$ cat src/rtl/uart_pkg.sv
package uart_pkg;

  // Character width for 8N1 framing
  localparam int DATA_BITS = 8;

  // Receiver FSM of the oversampling receiver
  typedef enum logic [1:0] {
    RX_IDLE      = 2'd0,  // Waiting for a start edge on an idle line
    RX_START     = 2'd1,  // Start edge seen and baud generator released
    RX_RECEIVING = 2'd2,  // Counting half-bit ticks and sampling at mid-bit
    RX_FINISH    = 2'd3   // Frame done and output register loaded
  } rx_state_e;

  // Transmitter FSM with one state per part of the frame
  typedef enum logic [1:0] {
    TX_IDLE  = 2'd0,  // Line high and ready for tx_start
    TX_START = 2'd1,  // Driving the start bit
    TX_DATA  = 2'd2,  // Driving data bits LSB first
    TX_STOP  = 2'd3   // Driving the stop bit
  } tx_state_e;

  // One received character
  // frame_err is set when the stop bit was sampled low
  typedef struct packed {
    logic [DATA_BITS-1:0] data;
    logic                 frame_err;
  } rx_char_t;

  // One character to send
  typedef struct packed {
    logic [DATA_BITS-1:0] data;
  } tx_char_t;

endpackage

$ cat src/rtl/baud_gen.sv
module baud_gen #(
  parameter int DIVISOR = 16  // Clocks between ticks
) (
  input  logic clk,
  input  logic rstn,
  input  logic restart,  // Holds the divider cleared
  output logic tick      // One-cycle pulse every DIVISOR clocks
);

  // Counter width, at least one bit even for DIVISOR of 1
  localparam int CNT_W = (DIVISOR > 1) ? $clog2(DIVISOR) : 1;
  localparam logic [CNT_W-1:0] CNT_LAST = CNT_W'(DIVISOR - 1);

  logic [CNT_W-1:0] cnt;

  // Runs 0 .. DIVISOR-1 and wraps
  always_ff @(posedge clk) begin
    if (!rstn) begin
      cnt <= '0;
    end else if (restart) begin
      cnt <= '0;  // Bit timing restarts from here
    end else if (cnt == CNT_LAST) begin
      cnt <= '0;
    end else begin
      cnt <= cnt + 1'b1;
    end
  end

  // Tick on the last count of each period
  // First tick is DIVISOR clocks after restart drops
  assign tick = !restart && (cnt == CNT_LAST);

endmodule

$ cat src/rtl/uart_rx.sv
module uart_rx
  import uart_pkg::*;
#(
  parameter int CLKS_PER_BIT = 104  // Must be even
) (
  input  logic     clk,
  input  logic     rstn,
  input  logic     rx,        // Serial line, idle high
  output rx_char_t rx_char,   // Held until the next frame ends
  output logic     rx_valid   // One-cycle strobe
);

  // Half-bit tick counts, odd counts land at mid-bit
  // 1 is the start bit, 3..17 the data bits, 19 the stop bit
  localparam logic [4:0] FIRST_CNT     = 5'd1;
  localparam logic [4:0] LAST_DATA_CNT = 5'(2 * DATA_BITS + 1);
  localparam logic [4:0] STOP_CNT      = 5'(2 * DATA_BITS + 3);

  rx_state_e state;

  logic rx_meta;   // First synchroniser stage
  logic rx_sync;   // Line in the clk domain
  logic rx_last;   // Previous rx_sync, for edge detection
  logic start_edge;

  logic tick;       // Half-bit tick from baud_gen
  logic restart;    // FSM outputs
  logic cnt_en;
  logic shift_en;
  logic load;

  logic [4:0] tick_cnt;
  logic [4:0] tick_next;
  logic       glitch;   // Line back high at the start-bit middle

  logic [DATA_BITS-1:0] shifter;
  logic                 stop_bit;

  // 2-flop synchroniser plus one flop for the falling edge
  always_ff @(posedge clk) begin
    if (!rstn) begin
      rx_meta <= 1'b1;
      rx_sync <= 1'b1;
      rx_last <= 1'b1;
    end else begin
      rx_meta <= rx;
      rx_sync <= rx_meta;
      rx_last <= rx_sync;
    end
  end

  assign start_edge = rx_last && !rx_sync;  // High to low

  // Half-bit divider, released when the start edge is seen
  baud_gen #(
    .DIVISOR(CLKS_PER_BIT / 2)
  ) baud_i (
    .clk    (clk),
    .rstn   (rstn),
    .restart(restart),
    .tick   (tick)
  );

  // Moore outputs of the FSM
  always_comb begin
    restart  = 1'b1;
    cnt_en   = 1'b0;
    shift_en = 1'b0;
    load     = 1'b0;
    case (state)
      RX_START, RX_RECEIVING: begin
        restart  = 1'b0;  // Run the baud generator
        cnt_en   = 1'b1;
        shift_en = 1'b1;
      end
      RX_FINISH: load = 1'b1;  // Frame complete
      default: ;
    endcase
  end

  assign tick_next = tick_cnt + 5'd1;
  assign glitch    = tick && (tick_next == FIRST_CNT) && rx_sync;

  // Tick counter, cleared whenever the FSM is not receiving
  always_ff @(posedge clk) begin
    if (!rstn) begin
      tick_cnt <= '0;
    end else if (!cnt_en) begin
      tick_cnt <= '0;
    end else if (tick) begin
      tick_cnt <= tick_next;
    end
  end

  // Shift register enabled by tick, takes the line on odd counts
  // Start bit goes in first and is pushed out by the 8th data bit
  always_ff @(posedge clk) begin
    if (!rstn) begin
      shifter <= '1;
    end else if (shift_en && tick && tick_next[0] && (tick_next <= LAST_DATA_CNT)) begin
      shifter <= {rx_sync, shifter[DATA_BITS-1:1]};
    end
  end

  // Stop-bit sample
  always_ff @(posedge clk) begin
    if (shift_en && tick && (tick_next == STOP_CNT)) begin
      stop_bit <= rx_sync;
    end
  end

  // State transitions
  always_ff @(posedge clk) begin
    if (!rstn) begin
      state <= RX_IDLE;
    end else begin
      case (state)
        RX_IDLE: begin
          if (start_edge) begin
            state <= RX_START;
          end
        end
        RX_START: begin
          state <= glitch ? RX_IDLE : RX_RECEIVING;
        end
        RX_RECEIVING: begin
          if (glitch) begin
            state <= RX_IDLE;  // Noise, no strobe
          end else if (tick_cnt == STOP_CNT) begin
            state <= RX_FINISH;
          end
        end
        RX_FINISH: state <= RX_IDLE;  // One cycle only
        default:   state <= RX_IDLE;
      endcase
    end
  end

  // Output register and strobe update on the same edge
  always_ff @(posedge clk) begin
    if (!rstn) begin
      rx_char  <= '{data: '1, frame_err: 1'b0};
      rx_valid <= 1'b0;
    end else begin
      rx_valid <= load;
      if (load) begin
        rx_char.data      <= shifter;
        rx_char.frame_err <= !stop_bit;  // Stop bit must be high
      end
    end
  end

endmodule

$ cat src/rtl/uart_tx.sv
module uart_tx
  import uart_pkg::*;
#(
  parameter int CLKS_PER_BIT = 104
) (
  input  logic     clk,
  input  logic     rstn,
  input  tx_char_t tx_char,
  input  logic     tx_start,  // One-cycle request, dropped while busy
  output logic     tx,        // Serial line, idle high
  output logic     tx_busy
);

  localparam int BIT_CNT_W = $clog2(DATA_BITS);
  localparam logic [BIT_CNT_W-1:0] LAST_BIT = BIT_CNT_W'(DATA_BITS - 1);

  tx_state_e state;

  logic                 restart;
  logic                 tick;      // One per bit period
  logic [DATA_BITS-1:0] tx_shift;  // Remaining data bits
  logic [BIT_CNT_W-1:0] bit_cnt;   // Data bits already sent

  // Generator is held cleared while idle, so the first bit
  // lasts a full period from the cycle after tx_start
  assign restart = (state == TX_IDLE);
  assign tx_busy = (state != TX_IDLE);  // Rises with the start bit

  baud_gen #(
    .DIVISOR(CLKS_PER_BIT)
  ) baud_i (
    .clk    (clk),
    .rstn   (rstn),
    .restart(restart),
    .tick   (tick)
  );

  // Data latch and shifter
  always_ff @(posedge clk) begin
    if (state == TX_IDLE && tx_start) begin
      tx_shift <= tx_char.data;  // Captured on accept
    end else if (tick && state != TX_IDLE && state != TX_STOP) begin
      tx_shift <= tx_shift >> 1;  // Next bit into position 0
    end
  end

  // FSM, line driver and bit counter
  always_ff @(posedge clk) begin
    if (!rstn) begin
      state   <= TX_IDLE;
      tx      <= 1'b1;
      bit_cnt <= '0;
    end else begin
      case (state)
        TX_IDLE: begin
          if (tx_start) begin
            state   <= TX_START;
            tx      <= 1'b0;  // Start bit
            bit_cnt <= '0;
          end
        end
        TX_START: begin
          if (tick) begin
            state <= TX_DATA;
            tx    <= tx_shift[0];  // LSB first
          end
        end
        TX_DATA: begin
          if (tick) begin
            if (bit_cnt == LAST_BIT) begin
              state <= TX_STOP;
              tx    <= 1'b1;  // Stop bit
            end else begin
              tx      <= tx_shift[0];
              bit_cnt <= bit_cnt + 1'b1;
            end
          end
        end
        TX_STOP: begin
          if (tick) begin
            state <= TX_IDLE;  // Line stays high
          end
        end
        default: begin
          state <= TX_IDLE;
          tx    <= 1'b1;
        end
      endcase
    end
  end

endmodule

$ cat src/rtl/uart_core.sv
module uart_core
  import uart_pkg::*;
#(
  parameter int CLKS_PER_BIT = 104  // Even, clocks per serial bit
) (
  input  logic       clk,
  input  logic       rstn,
  input  logic       rx,          // Serial in, idle high
  output logic       tx,          // Serial out, idle high
  output rx_char_t   rx_char,     // Last received character
  output logic       rx_valid,    // Strobe, one cycle per frame
  input  tx_char_t   tx_char,     // Character to send
  input  logic       tx_start,    // Strobe, taken only when not busy
  output logic       tx_busy,
  output logic [7:0] char_count   // Good characters received, wraps
);

  // Receive half
  uart_rx #(
    .CLKS_PER_BIT(CLKS_PER_BIT)
  ) rx_i (
    .clk     (clk),
    .rstn    (rstn),
    .rx      (rx),
    .rx_char (rx_char),
    .rx_valid(rx_valid)
  );

  // Transmit half
  uart_tx #(
    .CLKS_PER_BIT(CLKS_PER_BIT)
  ) tx_i (
    .clk     (clk),
    .rstn    (rstn),
    .tx_char (tx_char),
    .tx_start(tx_start),
    .tx      (tx),
    .tx_busy (tx_busy)
  );

  // Good-character counter
  // Frames with a low stop bit are not counted
  always_ff @(posedge clk) begin
    if (!rstn) begin
      char_count <= '0;
    end else if (rx_valid && !rx_char.frame_err) begin
      char_count <= char_count + 8'd1;  // Wraps at 255
    end
  end

endmodule

$ cat config.mk
export PLATFORM = sky130hd
export DESIGN_NAME = uart_core
export DESIGN_NICKNAME = d
export VERILOG_FILES = /design/src/rtl/uart_pkg.sv /design/src/rtl/baud_gen.sv /design/src/rtl/uart_rx.sv /design/src/rtl/uart_tx.sv /design/src/rtl/uart_core.sv
export SDC_FILE = /design/constraint.sdc
export NUM_CORES = 1
export LEC_CHECK = 0
export BUFFER_PORTS_ARGS = -buffer_cell sky130_fd_sc_hd__buf_2
export CAP_MARGIN = 20
export CORE_AREA = 2 2 72 74
export CTS_CLUSTER_SIZE = 14
export DETAILED_ROUTE_END_ITERATION = 6
export DIE_AREA = 0 0 74 76
export PLACE_DENSITY = 0.89
export SLEW_MARGIN = 10
export SYNTH_ARGS = -nofsm -noshare
export SYNTH_HDL_FRONTEND = slang
export SYNTH_SLANG_ARGS = --single-unit
$ cat constraint.sdc
create_clock -name clk -period 3.34 [get_ports clk]
set_input_delay 0.334 -clock clk [delete_from_list [all_inputs] [get_ports clk]]
set_output_delay 0.334 -clock clk [all_outputs]
set_load 0.1 [all_outputs]
==> flow_summary.json, run 1 <==
{
  "antenna_found_initial": 0,
  "grt_max_degree": 45,
  "worst-path-max-fanout": 8,
  "cts_made_buffers": 9,
  "path_buf_inv": 1,
  "finalCritPeriodShare_pct": 60.88,
  "rows": 26,
  "status": "finished clean",
  "clock_path_buffers": 2,
  "hold_viol_final": 0,
  "syn_nets": 322,
  "synth.cell_area_um2": 2949,
  "vias_per_cell": 5.372,
  "hold_class": "in -> reg",
  "peakVddDrop_mv": 0.3103,
  "slowest_stage": "a311o_1",
  "drive_above_1_share_pct": 17.07,
  "initial_core_util_pct": 60.04,
  "synth_ff_type": "dfxtp_1",
  "finalSetupTns_ns": 0,
  "hpwl_mm": 3.458,
  "avgSynthCellArea_um2": 10.07,
  "gr-total-overflow": 0,
  "syn_to_final_growth_pct": 12.56,
  "die_y_um": 76,
  "place_congestion": 0.8564,
  "chipWidth_um": 74,
  "cts_tree": "done",
  "cts_sinks": 64,
  "cts_root_buffer": "clkbuf_8",
  "port_buffers": 31,
  "cts_hold_buf": 0,
  "drv_cap": 0,
  "n_antenna_cell": 0,
  "wl_per_cell_um": 12.58,
  "finalSetupViolations": 0,
  "rsz0062_at_grt": "no",
  "die_area_um2": 5624,
  "max_freq_mhz": 491.8,
  "grt_usage_pct": 19.55,
  "ys_ff_latch": 64,
  "netlist_instances": 293,
  "clk_latency_ns": 0.33,
  "slew_headroom_pct": 54.94,
  "power.density_nw_per_um2": 577.9,
  "clkSlewWorstSetupHoldPaths_ns": 0.06,
  "final_cell_mix": "dfxtp_1, buf_2, nand2_1, mux2i_1, nor2_1",
  "synthDistinctLibCells": 43,
  "worst_ep_arrival_time_ns": 2.23,
  "synthArstFlopShare_pct": 0,
  "grt_pass1_vias": 2036,
  "critPathLaunchType": "register",
  "ios": 32,
  "path_delay_family": "compound AO/OA/AOI/OAI gates",
  "core-area_um2": 4912,
  "ctsResizeCount": 0,
  "postCtsSetupBuffers": 0,
  "routed_wl_mm": 5.006,
  "yosys_warnings": 0,
  "worstSetupPathType": "reg -> reg",
  "drtPass1Iterations": 4,
  "crit_chain": "inv_1 > ha_1 > or3b_1 > a21o_1 > a311o_1 > mux2i_1",
  "vias": 2138,
  "tightest_slew_ns": 0.6759,
  "slowest_delay_ns": 0.45,
  "cts_htree_levels": 3,
  "route.detailed.drc": 0,
  "finalMaxSlewViolations": 0,
  "final_common_cell": "dfxtp_1",
  "final_nets": 353,
  "skew_ns": 0.006647,
  "critPathCaptureType": "register",
  "p_leak_nw": 1.387,
  "synth_edf_count": 9,
  "layout_min_cycle_time_ns": 2.033,
  "grt_pass1_wl_mm": 8.556,
  "placedCellCount": 383,
  "ant_nets": 0,
  "drt_iter0_drc": 122,
  "ys_seq_area_share_pct": 46.50,
  "required_ns": 3.54,
  "instances_no_fill": 398
}
worst reg2reg max path, delay by kind of cell (launching register included):
kind            cells  cell delay (ns)
compound gates      2             0.63
flops               1             0.36
simple gates        1             0.36
fa+ha+maj           1             0.22
mux                 1             0.20
buf+inv             1             0.13
per-layer routing:
metal / GRT usage [%] / part of all wire (%) / vias up
li1: - / - / 1077
met1: 22.26 / 44 / 999
met2: 31.87 / 50 / 56
met3: 5.556 / 4.4 / 6
met4: 11.45 / 1.5 / 0
met5: 0 / 0 / -
cell type report:
class | count | area (um^2)
inverters | 12 | 45.04
multi-input cells | 205 | 1471
clock inverters | 3 | 15.01
well taps | 70 | 87.58
flip-flops and latches | 64 | 1371
clock buffers | 12 | 166.4
fillers | 363 | 1593
repair buffers | 32 | 162.7
kinds of logic after synthesis:
| group | Yosys count | synth area share, % |
|---|---|---|
| AOI/OAI and AO/OA | 29 | 7.086 |
| muxes | 28 | 9.801 |
| DFF | 64 | 46.50 |
| buffers and inverters | 24 | 3.606 |
| xor gates and xnor gates | 19 | 5.643 |
| and+or+nand+nor | 112 | 20.15 |
| adders and majority gates | 17 | 7.212 |
cell usage after synthesis (all sizes together) (3+ instances only):
cell,count,area [um^2]
and3,5,31.28
nand3b,3,22.52
dfxtp,55,1101
nor2,19,71.32
nor4,4,25.02
nor2b,11,68.82
o211ai,3,22.52
xnor2,10,87.58
mux2,7,78.83
inv,12,45.04
or3,3,18.77
o21ai,7,35.03
a21boi,3,22.52
mux2i,21,210.2
xor2,9,78.83
edfxtp,9,270.3
nand4,7,43.79
nand2,26,97.59
ha,17,212.7
clkbuf,9,33.78
nand2b,4,25.02
nor3,4,20.02
buf,3,27.52
and2,12,76.33
nand3,10,50.05
per-stage QoR:
| step | hold WS [ns] | util, % | worst slack (ns) | total power, mW | instance area (um^2) |
|---|---|---|---|---|---|
| floorplan | 0.3863 | - | 1.227 | 1.247 | 2949 |
| global placement | 0.3900 | 63.88 | 1.439 | 1.321 | 3138 |
| detailed placement | 0.4020 | 63.88 | 1.353 | 1.336 | 3138 |
| CTS | 0.1606 | 67.58 | 1.315 | 1.935 | 3319 |
| global route | 0.1685 | 67.58 | 1.215 | 2.020 | 3319 |
| finish | 0.1751 | 67.58 | 1.307 | 1.918 | 3319 |
registers in the layout, summed over array words and instances (netlist names), 3 cells and up:
signal / flops
char_count: 8
rx_i.baud_i.cnt: 6
rx_i.rx_char: 9
rx_i.shifter: 8
rx_i.tick_cnt: 5
tx_i.baud_i.cnt: 7
tx_i.bit_cnt: 3
tx_i.tx_shift: 8
path summary, 6_finish.rpt:
check | to | slack (ns) | cells after the start | start
worst max register to register | rx_i.shifter[0] | 1.31 | 6 | rx_i.tick_cnt[0]
worst min-delay path | rx_i.rx_meta | 0.18 | 2 | rx
worst max-delay path | rx_i.shifter[0] | 1.31 | 6 | rx_i.tick_cnt[0]
worst min register to register | rx_i.rx_sync | 0.41 | 1 | rx_i.rx_meta
power breakdown:
group          leakage, nW  internal (mW)  switching, mW
logic                0.759          0.138          0.281
registers            0.531          0.863         0.0360
clock network       0.0971          0.327          0.273
total                 1.39           1.33          0.590
(Power assumes the default switching activity.)
==> run 2: changes to the inputs <==
CORE_AREA = 2 2 75 77   (was 2 2 72 74)
DIE_AREA = 0 0 77 79   (was 0 0 74 76)
PLACE_DENSITY = 0.83   (was 0.89)
clock period = 2 ns   (was 3.34 ns; I/O delays follow)
==> flow_summary.json, run 2 (same netlist as run 1, synthesis figures left out) <==
{
  "rows": 27,
  "max_freq_mhz": 525.6,
  "final_common_cell": "dfxtp_1",
  "antenna_found_initial": 0,
  "peakVddDrop_mv": 0.4825,
  "critPathLaunchType": "register",
  "layout_min_cycle_time_ns": 1.903,
  "clkSlewWorstSetupHoldPaths_ns": 0.07,
  "regMostFlops": "rx_i.rx_char",
  "grt.busiest_layer": "met2",
  "timing.rr.start": "rx_i.tick_cnt[0]",
  "final_cell_mix": "dfxtp_1, buf_2, nand2_1, mux2i_1, nor2_1",
  "clk_latency_ns": 0.35,
  "worst_ep_arrival_time_ns": 2.13,
  "hold_path_depth": 2,
  "slew_headroom_pct": 63.12,
  "finalMaxSlewViolations": 0,
  "cts_tree": "done",
  "use_met1_pct": 19.75,
  "cts_sinks": 64,
  "min-delay-start": "rx",
  "drt_iter0_drc": 129,
  "r2r_end": "rx_i.shifter[1]",
  "grtUsageMet2_pct": 31.75,
  "grt_pass1_vias": 2109,
  "ios": 32,
  "grt_pass1_wl_mm": 8.756,
  "initial_core_util_pct": 55.25,
  "finalCritPeriodShare_pct": 95.13,
  "p_leak_nw": 1.429,
  "drtPass1Iterations": 4,
  "ff2ff_setup_slack_ns": 0.1,
  "hold_viol_final": 0,
  "power.density_nw_per_um2": 959.9,
  "postCtsSetupBuffers": 0,
  "critPathCaptureType": "register",
  "ant_nets": 0,
  "wl_per_cell_um": 11.92,
  "drv_cap": 0,
  "core-area_um2": 5338,
  "finalPower_mw": 3.279,
  "rsz0062_at_grt": "no",
  "route.detailed.drc": 0,
  "hpwl_mm": 3.515,
  "ff2ff_path_depth": 5,
  "drive_above_1_share_pct": 21.07,
  "worst-path-max-fanout": 8,
  "routed_wl_mm": 4.874,
  "tightest_slew_ns": 0.5532,
  "cts_made_buffers": 9,
  "grt_max_degree": 35,
  "vias_per_cell": 5.242,
  "n_antenna_cell": 0,
  "grtUsageMet3_pct": 5.114,
  "status": "finished clean",
  "final_nets": 361,
  "vias": 2144,
  "cts_root_buffer": "clkbuf_8",
  "cts_htree_levels": 3,
  "clock_path_buffers": 2,
  "place_congestion": 0.8037,
  "largest_register_ffs": 9,
  "gr-total-overflow": 0,
  "die_y_um": 79,
  "finalSetupViolations": 0,
  "syn_to_final_growth_pct": 15.83,
  "crit_path_start": "rx_i.tick_cnt[0]",
  "grt_usage_pct": 18.17,
  "die_area_um2": 6083,
  "worstSetupPathType": "reg -> reg",
  "required_ns": 2.23,
  "skew_ns": 0.006553,
  "port_buffers": 31,
  "finalSetupTns_ns": 0,
  "hold_class": "in -> reg",
  "holdPathEnd": "rx_i.rx_meta",
  "chipWidth_um": 77
}
[run 2: cell count changes in the layout (fill, tap and decap cells not counted), moves of 2 or more]
cell and change:
buf_4 +8, dfxtp_1 -3, dfxtp_2 +3, inv_1 -2
[run 2: through the flow]
step | area [um^2] | utilization [%] | hold WS, ns | std cells | setup slack [ns]
5_1_grt | 3416 | 63.99 | 0.05306 | 409 | 0.0002871
6_report | 3416 | 63.99 | 0.03362 | 409 | 0.09747
4_1_cts | 3401 | 63.71 | 0.02170 | 409 | 0.02788
3_5_place_dp | 3206 | 60.06 | 0.3856 | 393 | -0.007905
2_1_floorplan | 2954 | - | 0.3015 | 293 | 0.07070
3_3_place_gp | 3206 | 60.06 | 0.3822 | 393 | 0.1003
[run 2: layout make-up]
class | count | area [um^2]
clock buffers | 14 | 183.9
clock inverters | 2 | 10.01
fillers | 466 | 1922
inverters | 12 | 48.80
multi-input cells | 205 | 1485
flip-flops and latches | 64 | 1375
well taps | 72 | 90.09
repair buffers | 40 | 222.7
[run 2: how the worst max path moves through the flow]
| stage | to | slack, ns | depth (start not counted) |
|---|---|---|---|
| floorplan | tx_i.tx_shift[0] | 0.07 | 4 |
| global placement | rx_i.shifter[2] | 0.10 | 6 |
| detailed placement | rx_i.shifter[1] | -0.008 | 6 |
| CTS | rx_i.shifter[1] | 0.03 | 6 |
| global route | rx_i.shifter[6] | 0.0003 | 5 |
| finish | rx_i.shifter[1] | 0.1 | 5 |
[run 2: power breakdown]
part | internal, mW | switching [mW] | total, mW
Clock | 0.590 | 0.464 | 1.05
Combinational | 0.248 | 0.477 | 0.724
Sequential | 1.44 | 0.0590 | 1.50
Total | 2.28 | 1.00 | 3.28
[run 2: what timing repair did]
action,in CTS,in global routing
setup endpoints to repair,8,9
gates cloned,0,0
hold buffers,0,0
endpoints found under the hold margin,0,0
pin swaps,0,1
resized for setup,1,6
[run 2: routing by layer]
layer	vias up	wire [um]
met5	-	0
met4	0	122
met3	13	188
met2	33	2405
met1	1010	2157
li1	1088	-
[run 2: critical path, stage by stage (launching register included)]
cell and delay [ns]:
dfxtp_2 0.35, ha_1 0.25, or3b_1 0.37, a21o_1 0.18, a311o_2 0.48, mux2i_1 0.16
==> run 3: changes to the inputs <==
CORE_AREA = 2 2 79 81   (was 2 2 75 77)
DIE_AREA = 0 0 81 83   (was 0 0 77 79)
PLACE_DENSITY = 0.79   (was 0.83)
clock period = 1.7 ns   (was 2 ns; I/O delays follow)
==> flow_summary.json, run 3 (same netlist as run 1, synthesis figures left out) <==
{
  "status": "finished, violations left",
  "violations": "negative setup slack",
  "layout_min_cycle_time_ns": 1.766,
  "tightest_slew_ns": 0.6204,
  "required_ns": 1.93,
  "ant_nets": 0,
  "grt_pass1_wl_mm": 9.328,
  "postCtsSetupBuffers": 0,
  "wl_per_cell_um": 12.75,
  "core-area_um2": 5816,
  "hpwl_mm": 3.891,
  "dp_slack_ns": -0.1097,
  "port_buffers": 31,
  "initial_core_util_pct": 50.71,
  "cts_root_buffer": "clkbuf_8",
  "vias_per_cell": 5.138,
  "ios": 32,
  "drive_above_1_share_pct": 31.67,
  "max_freq_mhz": 566.1,
  "finalPower_mw": 4.434,
  "peakVddDrop_mv": 0.6775,
  "skew_ns": 0.008281,
  "hold_class": "in -> reg",
  "die_area_um2": 6723,
  "drv_cap": 0,
  "antenna_found_initial": 0,
  "largest_register_ffs": 9,
  "finalMaxSlewViolations": 0,
  "vias": 2235,
  "routed_wl_mm": 5.545,
  "p_comb_share_pct": 24.7,
  "critPathCaptureType": "register",
  "cts_sinks": 64,
  "drt_iter0_drc": 103,
  "cts_made_buffers": 9,
  "p_clk_share_pct": 36.0,
  "grt_usage_pct": 17.77,
  "grt_pass1_vias": 2155,
  "finalCritPeriodShare_pct": 103.9,
  "drtPass1Iterations": 4,
  "cts_htree_levels": 3,
  "worst_ep_arrival_time_ns": 1.99,
  "syn_to_final_growth_pct": 26.64,
  "place_congestion": 0.8391,
  "critPathLaunchType": "register",
  "clock_path_buffers": 2,
  "clkSlewWorstSetupHoldPaths_ns": 0.07,
  "grt_max_degree": 23,
  "final_util_pct": 64.22,
  "hold_viol_final": 0,
  "chipWidth_um": 81,
  "instances_no_fill": 435,
  "p_sw_mw": 1.293,
  "rows": 28,
  "n_antenna_cell": 0,
  "final_nets": 384,
  "gr-total-overflow": 0,
  "rsz0062_at_grt": "yes",
  "power.density_nw_per_um2": 1187,
  "p_leak_nw": 1.587,
  "final_common_cell": "dfxtp_1",
  "finalSetupViolations": 8,
  "worstSetupPathType": "reg -> reg",
  "placedCellCount": 418,
  "final_cell_mix": "dfxtp_1, buf_4, buf_2, nand2_1, mux2i_1",
  "route.detailed.drc": 0,
  "worst-path-max-fanout": 8,
  "timing.hold.ws_ns": 0.1232,
  "p_sw_share_pct": 29.16,
  "worst_slack_ns": -0.06643,
  "cts_tree": "done",
  "regMostFlops": "rx_i.rx_char",
  "slew_headroom_pct": 58.64,
  "die_y_um": 83,
  "internal_power_mw": 3.141,
  "clk_latency_ns": 0.35,
  "sequentialPowerShare_pct": 39.4
}
[run 3: cell types whose count changed in the layout (fill, tap and decap cells not counted), sizes merged]
cell	change
buf	+22
bufinv	+2
clkbuf	-3
clkinv	-1
clkinvlp	+1
dlygate4sd3	+1
inv	+1
[run 3: timing repair]
item / in CTS / in global routing
pin swaps: 0 / 2
setup endpoints to repair: 9 / 20
hold buffers: 1 / 0
endpoints found under the hold margin: 1 / 0
gates resized for setup: 4 / 9
[run 3: power by group through the flow]
stage | sequential (mW) | clock, mW | combinational, mW
2_1_floorplan | 1.85 | 0 | 0.674
3_3_place_gp | 1.77 | 0 | 1.03
3_5_place_dp | 1.78 | 0 | 1.06
4_1_cts | 1.75 | 1.63 | 1.09
5_1_grt | 1.76 | 1.70 | 1.19
6_report | 1.75 | 1.59 | 1.09
[run 3: path summary, 6_finish.rpt]
path / start / end / slack [ns] / depth (start not counted)
setup / recovery: rx_i.tick_cnt[0] / rx_i.shifter[7] / -0.07 / 6
hold / removal: tx_char[6] / tx_i.tx_shift[6] / 0.12 / 2
setup reg to reg: rx_i.tick_cnt[0] / rx_i.shifter[7] / -0.07 / 6
hold reg to reg: rx_i.rx_meta / rx_i.rx_sync / 0.41 / 1
[run 3: critical path, cell delays in order (launching register included)]
cell and delay [ns]:
dfxtp_4 0.37, inv_4 0.06, ha_4 0.12, or3b_1 0.34
a21o_1 0.19, a311o_2 0.43, mux2i_1 0.15
[run 3: layer usage]
layer	track usage (%)	vias to the layer above	wire, um
li1	-	1153	-
met2	29.15	36	2771
met1	20.85	1037	2482
met4	9.091	0	98
met5	0	-	0
met3	4.891	9	193
[run 3: area by class of cell]
cell class | count | area [um^2]
timing repair buffer | 63 | 400.4
inverter | 12 | 51.30
clock inverter | 5 | 82.58
multi-input combinational | 205 | 1544
sequential | 64 | 1389
tap | 75 | 93.84
clock buffer | 11 | 173.9
fill | 465 | 2081
[run 3: stage by stage]
step                      TNS [ns]  instance area (um^2)
after detailed placement   -0.8493                  3423
final                      -0.4972                  3735
after floorplan                  0                  3003
after global placement     -0.5263                  3423
after global routing       -0.8042                  3735
after CTS                  -0.4711                  3695
